$ cat src/hdl/soc_pkg.sv
// --------------------------------------------------
// soc bus backbone definitions
// --------------------------------------------------

package soc_pkg;

	// wishbone widths
	localparam int WB_ADR_W = 32;
	localparam int WB_DAT_W = 32;
	localparam int WB_SEL_W = 4;

	// region codes on the top address bits
	// 0x2000_0000 range
	localparam logic [2:0] REGION_BRAM = 3'b001;
	// 0xC000_0000 and up
	localparam logic [1:0] REGION_CSR = 2'b11;

	// block ram word address
	localparam int BRAM_ADR_W = 10;

	// csr bus taken from byte address bits 15..2
	localparam int CSR_A_W = 14;
	localparam int CSR_BANK_W = 4;

	// identifier seen in every bank
	localparam logic [31:0] SYSTEM_ID = 32'h53334558;

	// bank numbers on the csr bus
	localparam logic [CSR_BANK_W-1:0] CSR_BANK_A = 4'd1;
	localparam logic [CSR_BANK_W-1:0] CSR_BANK_B = 4'd4;

	// bus targets, value is the bit in the one-hot select
	typedef enum logic [1:0] {
		SLV_BRAM = 2'd0,
		SLV_CSR  = 2'd1,
		SLV_NONE = 2'd2
	} slave_e;

	// register index in the low two csr address bits
	typedef enum logic [1:0] {
		CSR_GPIO_IN  = 2'd0,
		CSR_GPIO_OUT = 2'd1,
		CSR_IRQ      = 2'd2,
		CSR_SYSID    = 2'd3
	} csr_reg_e;

	// debug display switch codes
	typedef enum logic [3:0] {
		DBG_BUS  = 4'b0000,
		DBG_GPIO = 4'b0001
	} dbg_sel_e;

endpackage
$ cat src/hdl/debug_mux.sv
// --------------------------------------------------
// debug display select
// --------------------------------------------------
`timescale 1ns/1ps

module debug_mux (
	input  logic                         sys_clk,
	input  logic                         sys_rst,
	input  logic [3:0]                   sw_i,
	input  logic                         wb_ack_i,
	input  logic                         wb_we_i,
	input  logic [soc_pkg::WB_ADR_W-1:0] wb_adr_i,
	input  logic [soc_pkg::WB_DAT_W-1:0] wb_rdat_i,
	input  logic [soc_pkg::WB_DAT_W-1:0] gpio_a_i,
	input  logic [soc_pkg::WB_DAT_W-1:0] gpio_b_i,
	output logic [soc_pkg::WB_DAT_W-1:0] debug_a_o,
	output logic [soc_pkg::WB_DAT_W-1:0] debug_b_o
);
	import soc_pkg::*;

	logic [WB_ADR_W-1:0] last_adr;
	logic [WB_DAT_W-1:0] last_rdat;

	always_ff @(posedge sys_clk) begin
		if (sys_rst) begin
			last_adr  <= '0;
			last_rdat <= '0;
			debug_a_o <= '0;
			debug_b_o <= '0;
		end else begin
			// track last acknowledged access
			if (wb_ack_i)
				last_adr <= wb_adr_i;
			if (wb_ack_i & ~wb_we_i)
				last_rdat <= wb_rdat_i;
			// bus pair for DBG_BUS and unknown codes
			case (sw_i)
				DBG_GPIO: begin
					debug_a_o <= gpio_a_i;
					debug_b_o <= gpio_b_i;
				end
				default: begin
					debug_a_o <= last_adr;
					debug_b_o <= last_rdat;
				end
			endcase
		end
	end

endmodule

$ cat config.mk
export PLATFORM = sky130hd
export DESIGN_NAME = debug_mux
export DESIGN_NICKNAME = d
export VERILOG_FILES = /design/src/hdl/soc_pkg.sv /design/src/hdl/debug_mux.sv
export SDC_FILE = /design/constraint.sdc
export NUM_CORES = 1
export LEC_CHECK = 0
export BUFFER_PORTS_ARGS = -buffer_cell sky130_fd_sc_hd__buf_4
export CAP_MARGIN = 20
export CORE_UTILIZATION = 35
export CTS_BUF_LIST = sky130_fd_sc_hd__clkbuf_4 sky130_fd_sc_hd__clkbuf_8 sky130_fd_sc_hd__clkbuf_16
export CTS_CLUSTER_DIAMETER = 60
export DETAILED_ROUTE_END_ITERATION = 12
export MAX_ROUTING_LAYER = met4
export PLACE_DENSITY = 0.68
export SYNTH_ARGS = -nofsm -noshare
export SYNTH_HDL_FRONTEND = slang
export SYNTH_SLANG_ARGS = --single-unit
$ cat constraint.sdc
create_clock -name sys_clk -period 1.8 [get_ports sys_clk]
set_input_delay 0.36 -clock sys_clk [delete_from_list [all_inputs] [get_ports sys_clk]]
set_output_delay 0.36 -clock sys_clk [all_outputs]
set_load 0.02 [all_outputs]
==> results of run 1 <==
[per-stage QoR]
stage / cells / power (uW) / utilization [%] / hold WS, ps
after detailed placement: 858 / 3790 / 49.4 / 447
final: 889 / 6970 / 54.1 / 189
after floorplan: 523 / 3410 / - / 436
after global placement: 858 / 3770 / 49.4 / 441
after CTS: 889 / 7060 / 54.1 / 169
after global routing: 889 / 7250 / 54.1 / 183
[routing by layer]
| layer | vias to the layer above | global-route usage [%] | share of wire, % |
|---|---|---|---|
| met5 | - | - | 0 |
| met4 | 0 | 9.09 | 1.9 |
| met3 | 16 | 4.90 | 5.3 |
| met2 | 111 | 33.5 | 52 |
| met1 | 1904 | 20.0 | 41 |
| li1 | 2049 | - | - |
[worst paths after layout]
| kind | startpoint | to | slack, ps | depth (start not counted) |
|---|---|---|---|---|
| worst max-delay path | sw_i[1] | debug_b_o[3] | 430 | 5 |
| worst min-delay path | wb_adr_i[21] | last_adr[21] | 190 | 3 |
| worst max register to register | last_rdat[3] | debug_b_o[3] | 1150 | 2 |
| worst min register to register | last_rdat[20] | last_rdat[20] | 450 | 2 |
[final cells by class]
type / count / share of cell area [%]
flip-flops and latches: 128 / 38.8
multi-input cells: 356 / 25.4
repair buffers: 206 / 24.0
clock buffers: 25 / 7.82
well taps: 168 / 3.18
clock inverters: 6 / 0.833
[flip-flops by register name, summed over array words and instances (netlist names)]
register / count
debug_a_o: 32
debug_b_o: 32
last_adr: 32
last_rdat: 32
[power by group through the flow]
stage	Clock [uW]	Combinational (uW)	Sequential, uW
CTS	3330	705	3020
finish	3250	696	3030
global placement	0	691	3080
floorplan	0	261	3150
detailed placement	0	703	3080
global route	3450	761	3040
[kinds of logic after synthesis]
kind of cell | Yosys count
buffers and inverters | 39
and+or+nand+nor | 228
DFF | 128
muxes | 32
AOI/OAI and AO/OA | 96
[placed cells by master, fill, tap and decap left out]
| cell | count |
|---|---|
| nor2b_2 | 1 |
| nor2_1 | 32 |
| dfxtp_1 | 128 |
| nand2b_1 | 1 |
| or4b_2 | 1 |
| buf_4 | 203 |
| buf_12 | 3 |
| clkbuf_8 | 5 |
| a21oi_1 | 96 |
| nor4b_2 | 1 |
| mux2i_1 | 32 |
| clkinv_2 | 5 |
| bufinv_16 | 1 |
| clkbuf_4 | 3 |
| nand2_1 | 192 |
| clkbuf_16 | 17 |
[critical path, cell delays in order]
cell and delay [ps]:
buf_4 110, or4b_2 700, buf_12 230, nand2_1 110
a21oi_1 80
[cell usage after synthesis, drive strengths merged]
cell	number	share of area, %
mux2i	32	7.2
nor2	32	2.7
nand2b	1	0.14
dfxtp	128	57
clkbuf	15	1.3
nor4b	1	0.20
or4b	1	0.22
a21oi	96	11
buf	24	4.1
nand2	192	16
nor2b	1	0.14
==> results by group, run 1 <==
GRT
  • Gr ovfl total: 0
  • Total GRT Usage: 19.1%
  • Vias in the first global route: 4026
  • Initial antenna violation count: 0
  • First-pass GRT wire length: 18.7 mm
  • Largest net degree at the start of global routing: 129

Final layout
  • Syn-to-layout area delta: 47.7%
  • Layout Nets: 845
  • Ant diodes: 0
  • Finished Cell Area: 0.00661 mm2
  • Area of the multi-input gates: 0.00168 mm2
  • Filler cell count: 1155
  • Reg area: 0.00256 mm2
  • Fraction of layout cells with a size suffix above 1: 33.3%

Synthesis
  • Syn Area/Cell: 8.56 um2
  • Post-synthesis sequential area ratio: 57.3%
  • Synth Area in Simple Gates: 19.5%
  • Synth Cell Area: 0.00447 mm2
  • Mux contribution to synthesized area: 7.16%
  • Compound-cell area share of the yosys netlist: 10.7%
  • Largest family of logic cells by synthesized area: simple AND/OR/NAND/NOR gates
  • Post-synthesis register bit count: 128
  • XOR/XNOR share of the synthesized area: 0%
  • Post-Syn Instances: 523
  • Syn_nets: 659
  • Synth cell types: 14
  • Yosys Warn Count: 0
  • Post-synthesis adder-cell area fraction: 0%

Die
  • Num rows: 40
  • Core footprint: 0.0122 mm2
  • Die X: 115 um
  • Io pins: 200
  • Die area: 0.0132 mm2
  • Die Ht: 115 um
  • Effective utilization at floorplan: 36.6%

Detailed routing
  • Vias per cell: 4.59
  • Final ANT Viol Nets: 0
  • DR iter-0 viols: 255
  • Vias: 4080
  • DRT Wirelength: 11.9 mm
  • Final routed DRC violation total: 0
  • Wirelength per Cell: 13.3 um
  • Drt pass-1 iters: 4

Setup path
  • CP Class: input port to flop
  • Maximum fanout along the worst path: 64
  • WP data arrival: 1640 ps
  • Crit end category: flop
  • Worst EP required: 2060 ps
  • Startpoint class of the critical path: input port

CTS
  • Root buffer cell: clkbuf_16
  • Number of buffers added for setup after CTS: 0
  • TritonCTS buffer count: 17
  • Reg clk slew, reported paths: 50 ps
  • Hold_buf cts: 0
  • H-tree lvl count: 4
  • Worst-Skew Late Latency: 400 ps
  • Clock sinks: 128
  • Bufs on Longest Clock Path: 2
  • Gates resized, CTS repair: 0
  • CTS tree: built

Power
  • Clock share of power: 46.6%
  • Worst VDD drop: 0.496 mV
  • P_leak: 0.00294 uW
  • Combinational share of power: 10.0%
  • Sw frac: 21.9%
  • PwrDens: 1050 mW/mm2
  • NetSw: 1530 uW
  • Share of power burned in registers: 43.4%
  • Internal cell power: 5440 uW

Timing
  • Rel. slew slack: 64.7%
  • Final Setup Violations: 0
  • RSZ-0062 raised after global routing: false
  • Tcrit/Tclk final: 76.2%
  • Slew Viols, Final: 0
  • Min Tclk post-route: 1370 ps
  • Final Hold Vio Count: 0
  • Final TNS setup: 0 ps
  • Peak Freq: 729 MHz
  • Skew final: 3.07 ps
  • Least-Margin Pin Slew: 529 ps
  • Final worst slack: 428 ps

Placed design
  • Worst slack, placed: 29.8 ps
  • Cell Area, Placed: 0.00604 mm2
  • Hpwl dp: 7.96 mm
  • PortBufs: 199
  • Routability cong.: 0.786

Status
  • Status: completed

Flow run
  • Max-cap violations: 0

Worst hold path
  • Tightest Hold Check Type: input port to flop
No activity file was read; power rests on OpenSTA's default activity.
==> inputs of run 2 (changes only) <==
Settings changed: PLACE_DENSITY 0.68 to 0.71.
Clock period 1.8 ns to 1.1 ns, I/O delays scaled along.
==> run 2 against run 1 <==
  * Hold slack worse by 140 ps
  * Worst setup slack worse by 420 ps
  * Final cell count up 1.5%
  * Largest power group unchanged
  * Design area up 7.3%
  * Register-to-register slack worse by 680 ps
  * Non-clock buffer count up 12
  * First-iteration DRC count up 0.78%
  * Critical endpoint is now debug_b_o[11]
==> results by group, run 2 (synthesis results as in run 1) <==
Detailed routing
  • Drt pass-1 iters: 4 (unchanged)
  • DRT Wirelength: 12.2 mm (was 11.9 mm)
  • Vias: 4140 (was 4080)
  • Vias per cell: 4.59 (about the same)
  • DR iter-0 viols: 257 (was 255)
  • Final ANT Viol Nets: 0 (unchanged)
  • Final routed DRC violation total: 0 (unchanged)
  • Wirelength per Cell: 13.5 um (was 13.3 um)

CTS
  • TritonCTS buffer count: 17 (unchanged)
  • Number of buffers added for setup after CTS: 0 (unchanged)
  • Worst-Skew Late Latency: 410 ps (was 400 ps)
  • Clock sinks: 128 (unchanged)
  • H-tree lvl count: 4 (unchanged)
  • Reg clk slew, reported paths: 60 ps (was 50 ps)
  • Hold_buf cts: 0 (unchanged)
  • Bufs on Longest Clock Path: 2 (unchanged)
  • CTS tree: built (unchanged)
  • Root buffer cell: clkbuf_16 (unchanged)

Setup path
  • Crit-path cells: buf_6 (was buf_4 > or4b_2 > buf_12 > nand2_1 > a21oi_1)
  • R2R depth: 2 (unchanged)
  • WP data arrival: 870 ps (was 1640 ps)
  • Startpoint class of the critical path: flop (was input port)
  • Critical-path top delay cell: dfxtp_1 (was or4b_2)
  • CP Class: flop to output port (was input port to flop)
  • R2r endpoint: last_adr[1] (was debug_b_o[3])
  • Maximum fanout along the worst path: 1 (was 64)
  • Worst EP required: 880 ps (was 2060 ps)
  • Worst path max stage delay: 340 ps (was 700 ps)
  • R2R Path Start: last_adr[1] (was last_rdat[3])
  • Cell family with most CP delay: flip-flops (was simple AND/OR/NAND/NOR gates)
  • Crit end category: output port (was flop)
  • Reg-to-reg slack, setup: 470 ps (was 1150 ps)
  • Worst Path Buf+Inv: 1 (was 2)

Power
  • Internal cell power: 9280 uW (was 5440 uW)
  • Share of power burned in registers: 41.9% (was 43.4%)
  • PwrDens: 1680 mW/mm2 (was 1050 mW/mm2)
  • Clock share of power: 47.5% (was 46.6%)
  • Worst VDD drop: 0.926 mV (was 0.496 mV)
  • Sw frac: 21.9% (about the same)
  • NetSw: 2600 uW (was 1530 uW)
  • P_leak: 0.00311 uW (was 0.00294 uW)
  • Combinational share of power: 10.6% (was 10.0%)

Placed design
  • Placed Instances: 869 (was 858)
  • Worst slack, placed: -395 ps (was 29.8 ps)
  • Hpwl dp: 8.43 mm (was 7.96 mm)
  • Routability cong.: 0.800 (was 0.786)
  • PortBufs: 199 (unchanged)
  • Cell Area, Placed: 0.00620 mm2 (was 0.00604 mm2)

GRT
  • Total GRT Usage: 19.0% (was 19.1%)
  • Gr ovfl total: 0 (unchanged)
  • Vias in the first global route: 4010 (was 4026)
  • First-pass GRT wire length: 18.7 mm (about the same)
  • Initial antenna violation count: 0 (unchanged)
  • Largest net degree at the start of global routing: 39 (was 129)

Final layout
  • Non-Filler Instances: 902 (was 889)
  • Commonest non-fill, non-tap cell in the layout: nand2_1 (was buf_4)
  • Syn-to-layout area delta: 58.5% (was 47.7%)
  • Finished Cell Area: 0.00709 mm2 (was 0.00661 mm2)
  • Ant diodes: 0 (unchanged)
  • Fin util: 58.1% (was 54.1%)
  • Most frequent cells in the layout: nand2_1 (192), buf_4 (156), a21oi_1 (96), dfxtp_1 (81), buf_6 (52) (was buf_4 (203), nand2_1 (192), dfxtp_1 (128), a21oi_1 (96))
  • Fraction of layout cells with a size suffix above 1: 40.9% (was 33.3%)
  • Layout Nets: 857 (was 845)

Worst hold path
  • Hold_sp: gpio_b_i[4] (was wb_adr_i[21])
  • Tightest Hold Check Type: input port to flop (unchanged)
  • Hold EP: debug_b_o[4] (was last_adr[21])
  • WHS Path Cells: 3 (unchanged)

Timing
  • Skew final: 7.57 ps (was 3.07 ps)
  • Tcrit/Tclk final: 99.0%
  • Rel. slew slack: 84.9% (was 64.7%)
  • Peak Freq: 918 MHz
  • Final Setup Violations: 0 (unchanged)
  • Final Hold Vio Count: 0 (unchanged)
  • Min Tclk post-route: 1090 ps
  • Slew Viols, Final: 0 (unchanged)
  • Least-Margin Pin Slew: 226 ps (was 529 ps)
  • Final worst slack: 10.9 ps (was 428 ps)
  • RSZ-0062 raised after global routing: true (was false)

Die
  • Core footprint: 0.0122 mm2 (unchanged)
  • Num rows: 40 (unchanged)
  • Effective utilization at floorplan: 36.6% (unchanged)
  • Die X: 115 um (unchanged)
  • Io pins: 200 (unchanged)
  • Die Ht: 115 um (unchanged)
  • Die area: 0.0132 mm2 (unchanged)

Status
  • Status: completed (unchanged)

Flow run
  • Max-cap violations: 0 (unchanged)
run 2: how the worst max path moves through the flow:
stage                              from       endpoint  slack, ps  depth (start not counted)
final                     debug_b_o[11]  debug_b_o[11]         10                          1
after CTS                  debug_a_o[1]   debug_a_o[1]        -10                          1
after detailed placement        sw_i[3]  debug_b_o[18]       -390                          7
after global placement          sw_i[3]  debug_a_o[12]       -360                          7
after floorplan                 sw_i[1]   debug_a_o[0]       -160                          5
after global routing      debug_b_o[11]  debug_b_o[11]        -20                          1
run 2: final cells by class:
type                            instances  area, um2
Sequential cell                       128       2620
Clock buffer                           21        468
Fill cell                            1077       5120
Tap cell                              168        210
Clock inverter                         11        138
Multi-Input combinational cell        356       1690
Timing Repair Buffer                  218       1960
run 2: per-stage QoR:
step	hold WS, ps	power, uW	TNS, ps
floorplan	356	5570	-10020
global placement	443	6230	-20670
detailed placement	446	6250	-20650
CTS	28.8	12000	-15.6
global route	35.2	12300	-74.6
finish	47.0	11900	0
run 2: metal layers:
metal	wire length (um)	vias to the layer above	global-route usage, %
li1	-	2085	-
met1	5070	1907	20.9
met2	6220	135	32.2
met3	734	13	6.17
met4	153	0	6.49
met5	0	-	-
run 2: power groups by stage:
stage	registers, uW	clock network, uW	logic, uW
6_report	4980	5650	1260
5_1_grt	5000	5970	1370
4_1_cts	4960	5760	1230
3_5_place_dp	5050	0	1210
3_3_place_gp	5040	0	1180
2_1_floorplan	5150	0	428
run 2: timing repair:
item | 4_1_cts | 5_1_grt
resized for setup | 40 | 60
pin swaps | 0 | 0
cloned | 0 | 1
hold endpoints to repair | 0 | 0
setup endpoints to repair | 22 | 54
==> inputs of run 3 (changes only) <==
Settings changed: BUFFER_PORTS_ARGS -buffer_cell sky130_fd_sc_hd__buf_4 to unset, DONT_BUFFER_PORTS set to 1, PLACE_DENSITY 0.71 to 0.57.
==> run 3 against run 2 <==
  * The run now ends with hold timing left
  * Clock power up 6.2%
  * Final cell count down 23%
  * Via count down 19%
  * Sequential power up 2%
  * Fmax up 2.4%
  * Register-to-register slack about the same
==> results by group, run 3 (synthesis results as in run 1) <==
Status
  • Status: finished with violations (was completed)
  • Failing checks: hold timing

Worst hold path
  • Tightest Hold Check Type: input port to flop (unchanged)
  • WHS Path Cells: 1 (was 3)
  • Hold EP: debug_a_o[19] (was debug_b_o[4])
  • Hold_sp: sys_rst (was gpio_b_i[4])

Final layout
  • Commonest non-fill, non-tap cell in the layout: nand2_1 (unchanged)
  • Ant diodes: 0 (unchanged)
  • Syn-to-layout area delta: 17.0% (was 58.5%)
  • Filler cell count: 1255 (was 1077)
  • Fraction of layout cells with a size suffix above 1: 9.16% (was 40.9%)
  • Layout Nets: 647 (was 857)
  • Fin util: 42.9% (was 58.1%)
  • Finished Cell Area: 0.00524 mm2 (was 0.00709 mm2)
  • Most frequent cells in the layout: nand2_1 (192), dfxtp_1 (123), a21oi_1 (96), mux2i_1 (32), nor2_1 (32) (was nand2_1 (192), buf_4 (156), a21oi_1 (96), dfxtp_1 (81), buf_6 (52))

Detailed routing
  • Final ANT Viol Nets: 0 (unchanged)
  • Final routed DRC violation total: 0 (unchanged)
  • DR iter-0 viols: 177 (was 257)
  • Wirelength per Cell: 14.8 um (was 13.5 um)
  • Metal3 WL: 697 um (was 734 um)
  • DRT Wirelength: 10.3 mm (was 12.2 mm)
  • Top layer in use: met4 (unchanged)
  • Drt pass-1 iters: 7 (was 4)
  • Vias per cell: 4.83 (was 4.59)
  • Routed length on met2: 5.04 mm (was 6.22 mm)
  • M1 WL: 4.24 mm (was 5.07 mm)
  • Vias: 3339 (was 4140)

Die
  • Die Ht: 115 um (unchanged)
  • Die X: 115 um (unchanged)
  • Num rows: 40 (unchanged)
  • Die area: 0.0132 mm2 (unchanged)
  • Effective utilization at floorplan: 36.6% (unchanged)
  • Io pins: 200 (unchanged)
  • Core footprint: 0.0122 mm2 (unchanged)

Timing
  • Skew final: 5.13 ps (was 7.57 ps)
  • Peak Freq: 940 MHz (was 918 MHz)
  • RSZ-0062 raised after global routing: false (was true)
  • Tcrit/Tclk final: 96.7% (was 99.0%)
  • Slew Viols, Final: 0 (unchanged)
  • Final Setup Violations: 0 (unchanged)
  • Hold Slack: -114 ps (was 47.0 ps)
  • Min Tclk post-route: 1060 ps (was 1090 ps)
  • Least-Margin Pin Slew: 241 ps (was 226 ps)
  • Final Hold Vio Count: 128 (was 0)
  • Rel. slew slack: 83.9% (was 84.9%)

Setup path
  • Maximum fanout along the worst path: 1 (unchanged)
  • Worst EP required: 880 ps (about the same)
  • WP data arrival: 840 ps (was 870 ps)
  • CP Class: flop to output port (unchanged)
  • Crit end category: output port (unchanged)
  • R2R depth: 2 (unchanged)
  • Startpoint class of the critical path: flop (unchanged)
  • R2R Path Start: last_adr[25] (was last_adr[1])
  • Reg-to-reg slack, setup: 480 ps (was 470 ps)
  • R2r endpoint: last_adr[25] (was last_adr[1])

Flow run
  • Max-cap violations: 0 (unchanged)

CTS
  • Number of buffers added for setup after CTS: 0 (unchanged)
  • Root buffer cell: clkbuf_16 (unchanged)
  • H-tree lvl count: 4 (unchanged)
  • Worst-Skew Late Latency: 400 ps (was 410 ps)
  • Bufs on Longest Clock Path: 2 (unchanged)
  • Reg clk slew, reported paths: 50 ps (was 60 ps)
  • TritonCTS buffer count: 17 (unchanged)
  • CTS tree: built (unchanged)
  • Clock sinks: 128 (unchanged)

GRT
  • First-pass GRT wire length: 16.0 mm (was 18.7 mm)
  • Largest net degree at the start of global routing: 129 (was 39)
  • Vias in the first global route: 3250 (was 4010)
  • Gr ovfl total: 0 (unchanged)
  • Initial antenna violation count: 0 (unchanged)
  • Total GRT Usage: 16.5% (was 19.0%)

Power
  • PwrDens: 2190 mW/mm2 (was 1680 mW/mm2)
  • P_leak: 0.00200 uW (was 0.00311 uW)
  • Worst VDD drop: 0.840 mV (was 0.926 mV)
  • Post-layout power: 11500 uW (was 11900 uW)

Placed design
  • Hpwl dp: 6.95 mm (was 8.43 mm)
  • PortBufs: 0 (was 199)
  • Routability cong.: 0.740 (was 0.800)
  • Cell Area, Placed: 0.00458 mm2 (was 0.00620 mm2)
-- run 3: how the worst max path moves through the flow --
stage                  startpoint             to  slack [ps]  cells past startpoint
finish              debug_a_o[27]  debug_a_o[27]          40                      0
global route         debug_a_o[4]   debug_a_o[4]           3                      0
detailed placement        sw_i[1]  debug_a_o[12]        -190                      4
floorplan                 sw_i[1]   debug_a_o[0]        -160                      5
CTS                 debug_a_o[27]  debug_a_o[27]           2                      0
global placement          sw_i[1]   debug_b_o[8]        -170                      4
-- run 3: final cells by class --
type / instances / area (um2) / area share [%]
tap: 168 / 210 / 4.01
clock buffer: 22 / 494 / 9.44
multi-input combinational: 356 / 1690 / 32.2
clock inverter: 10 / 155 / 2.96
timing repair buffer: 8 / 123 / 2.34
sequential: 128 / 2570 / 49.1
-- run 3: per-layer routing --
metal  global-route usage [%]  up-vias
li1                         -     1662
met1                     18.8     1539
met2                     25.5      116
met3                     5.32       22
met4                     9.52        0
met5                        -        -
-- run 3: repair_timing --
action	in CTS	in global routing
gates resized for setup	3	2
pin swaps	0	0
endpoints found under the hold margin	128	128
endpoints found under the setup margin	3	2
-- run 3: report_power, final --
group,internal [uW],switching [uW]
Sequential,4860,217
Clock,4080,1920
Combinational,199,208
-- run 3: per-stage QoR --
step                      hold WS, ps  setup TNS [ps]  std cells  setup WS, ps
after floorplan                   356          -10020        523          -164
after global placement            297           -9280        660          -172
after detailed placement          299           -9750        660          -193
after CTS                        -138               0        692          2.05
after global routing             -136               0        692          3.38
final                            -114               0        692          36.3
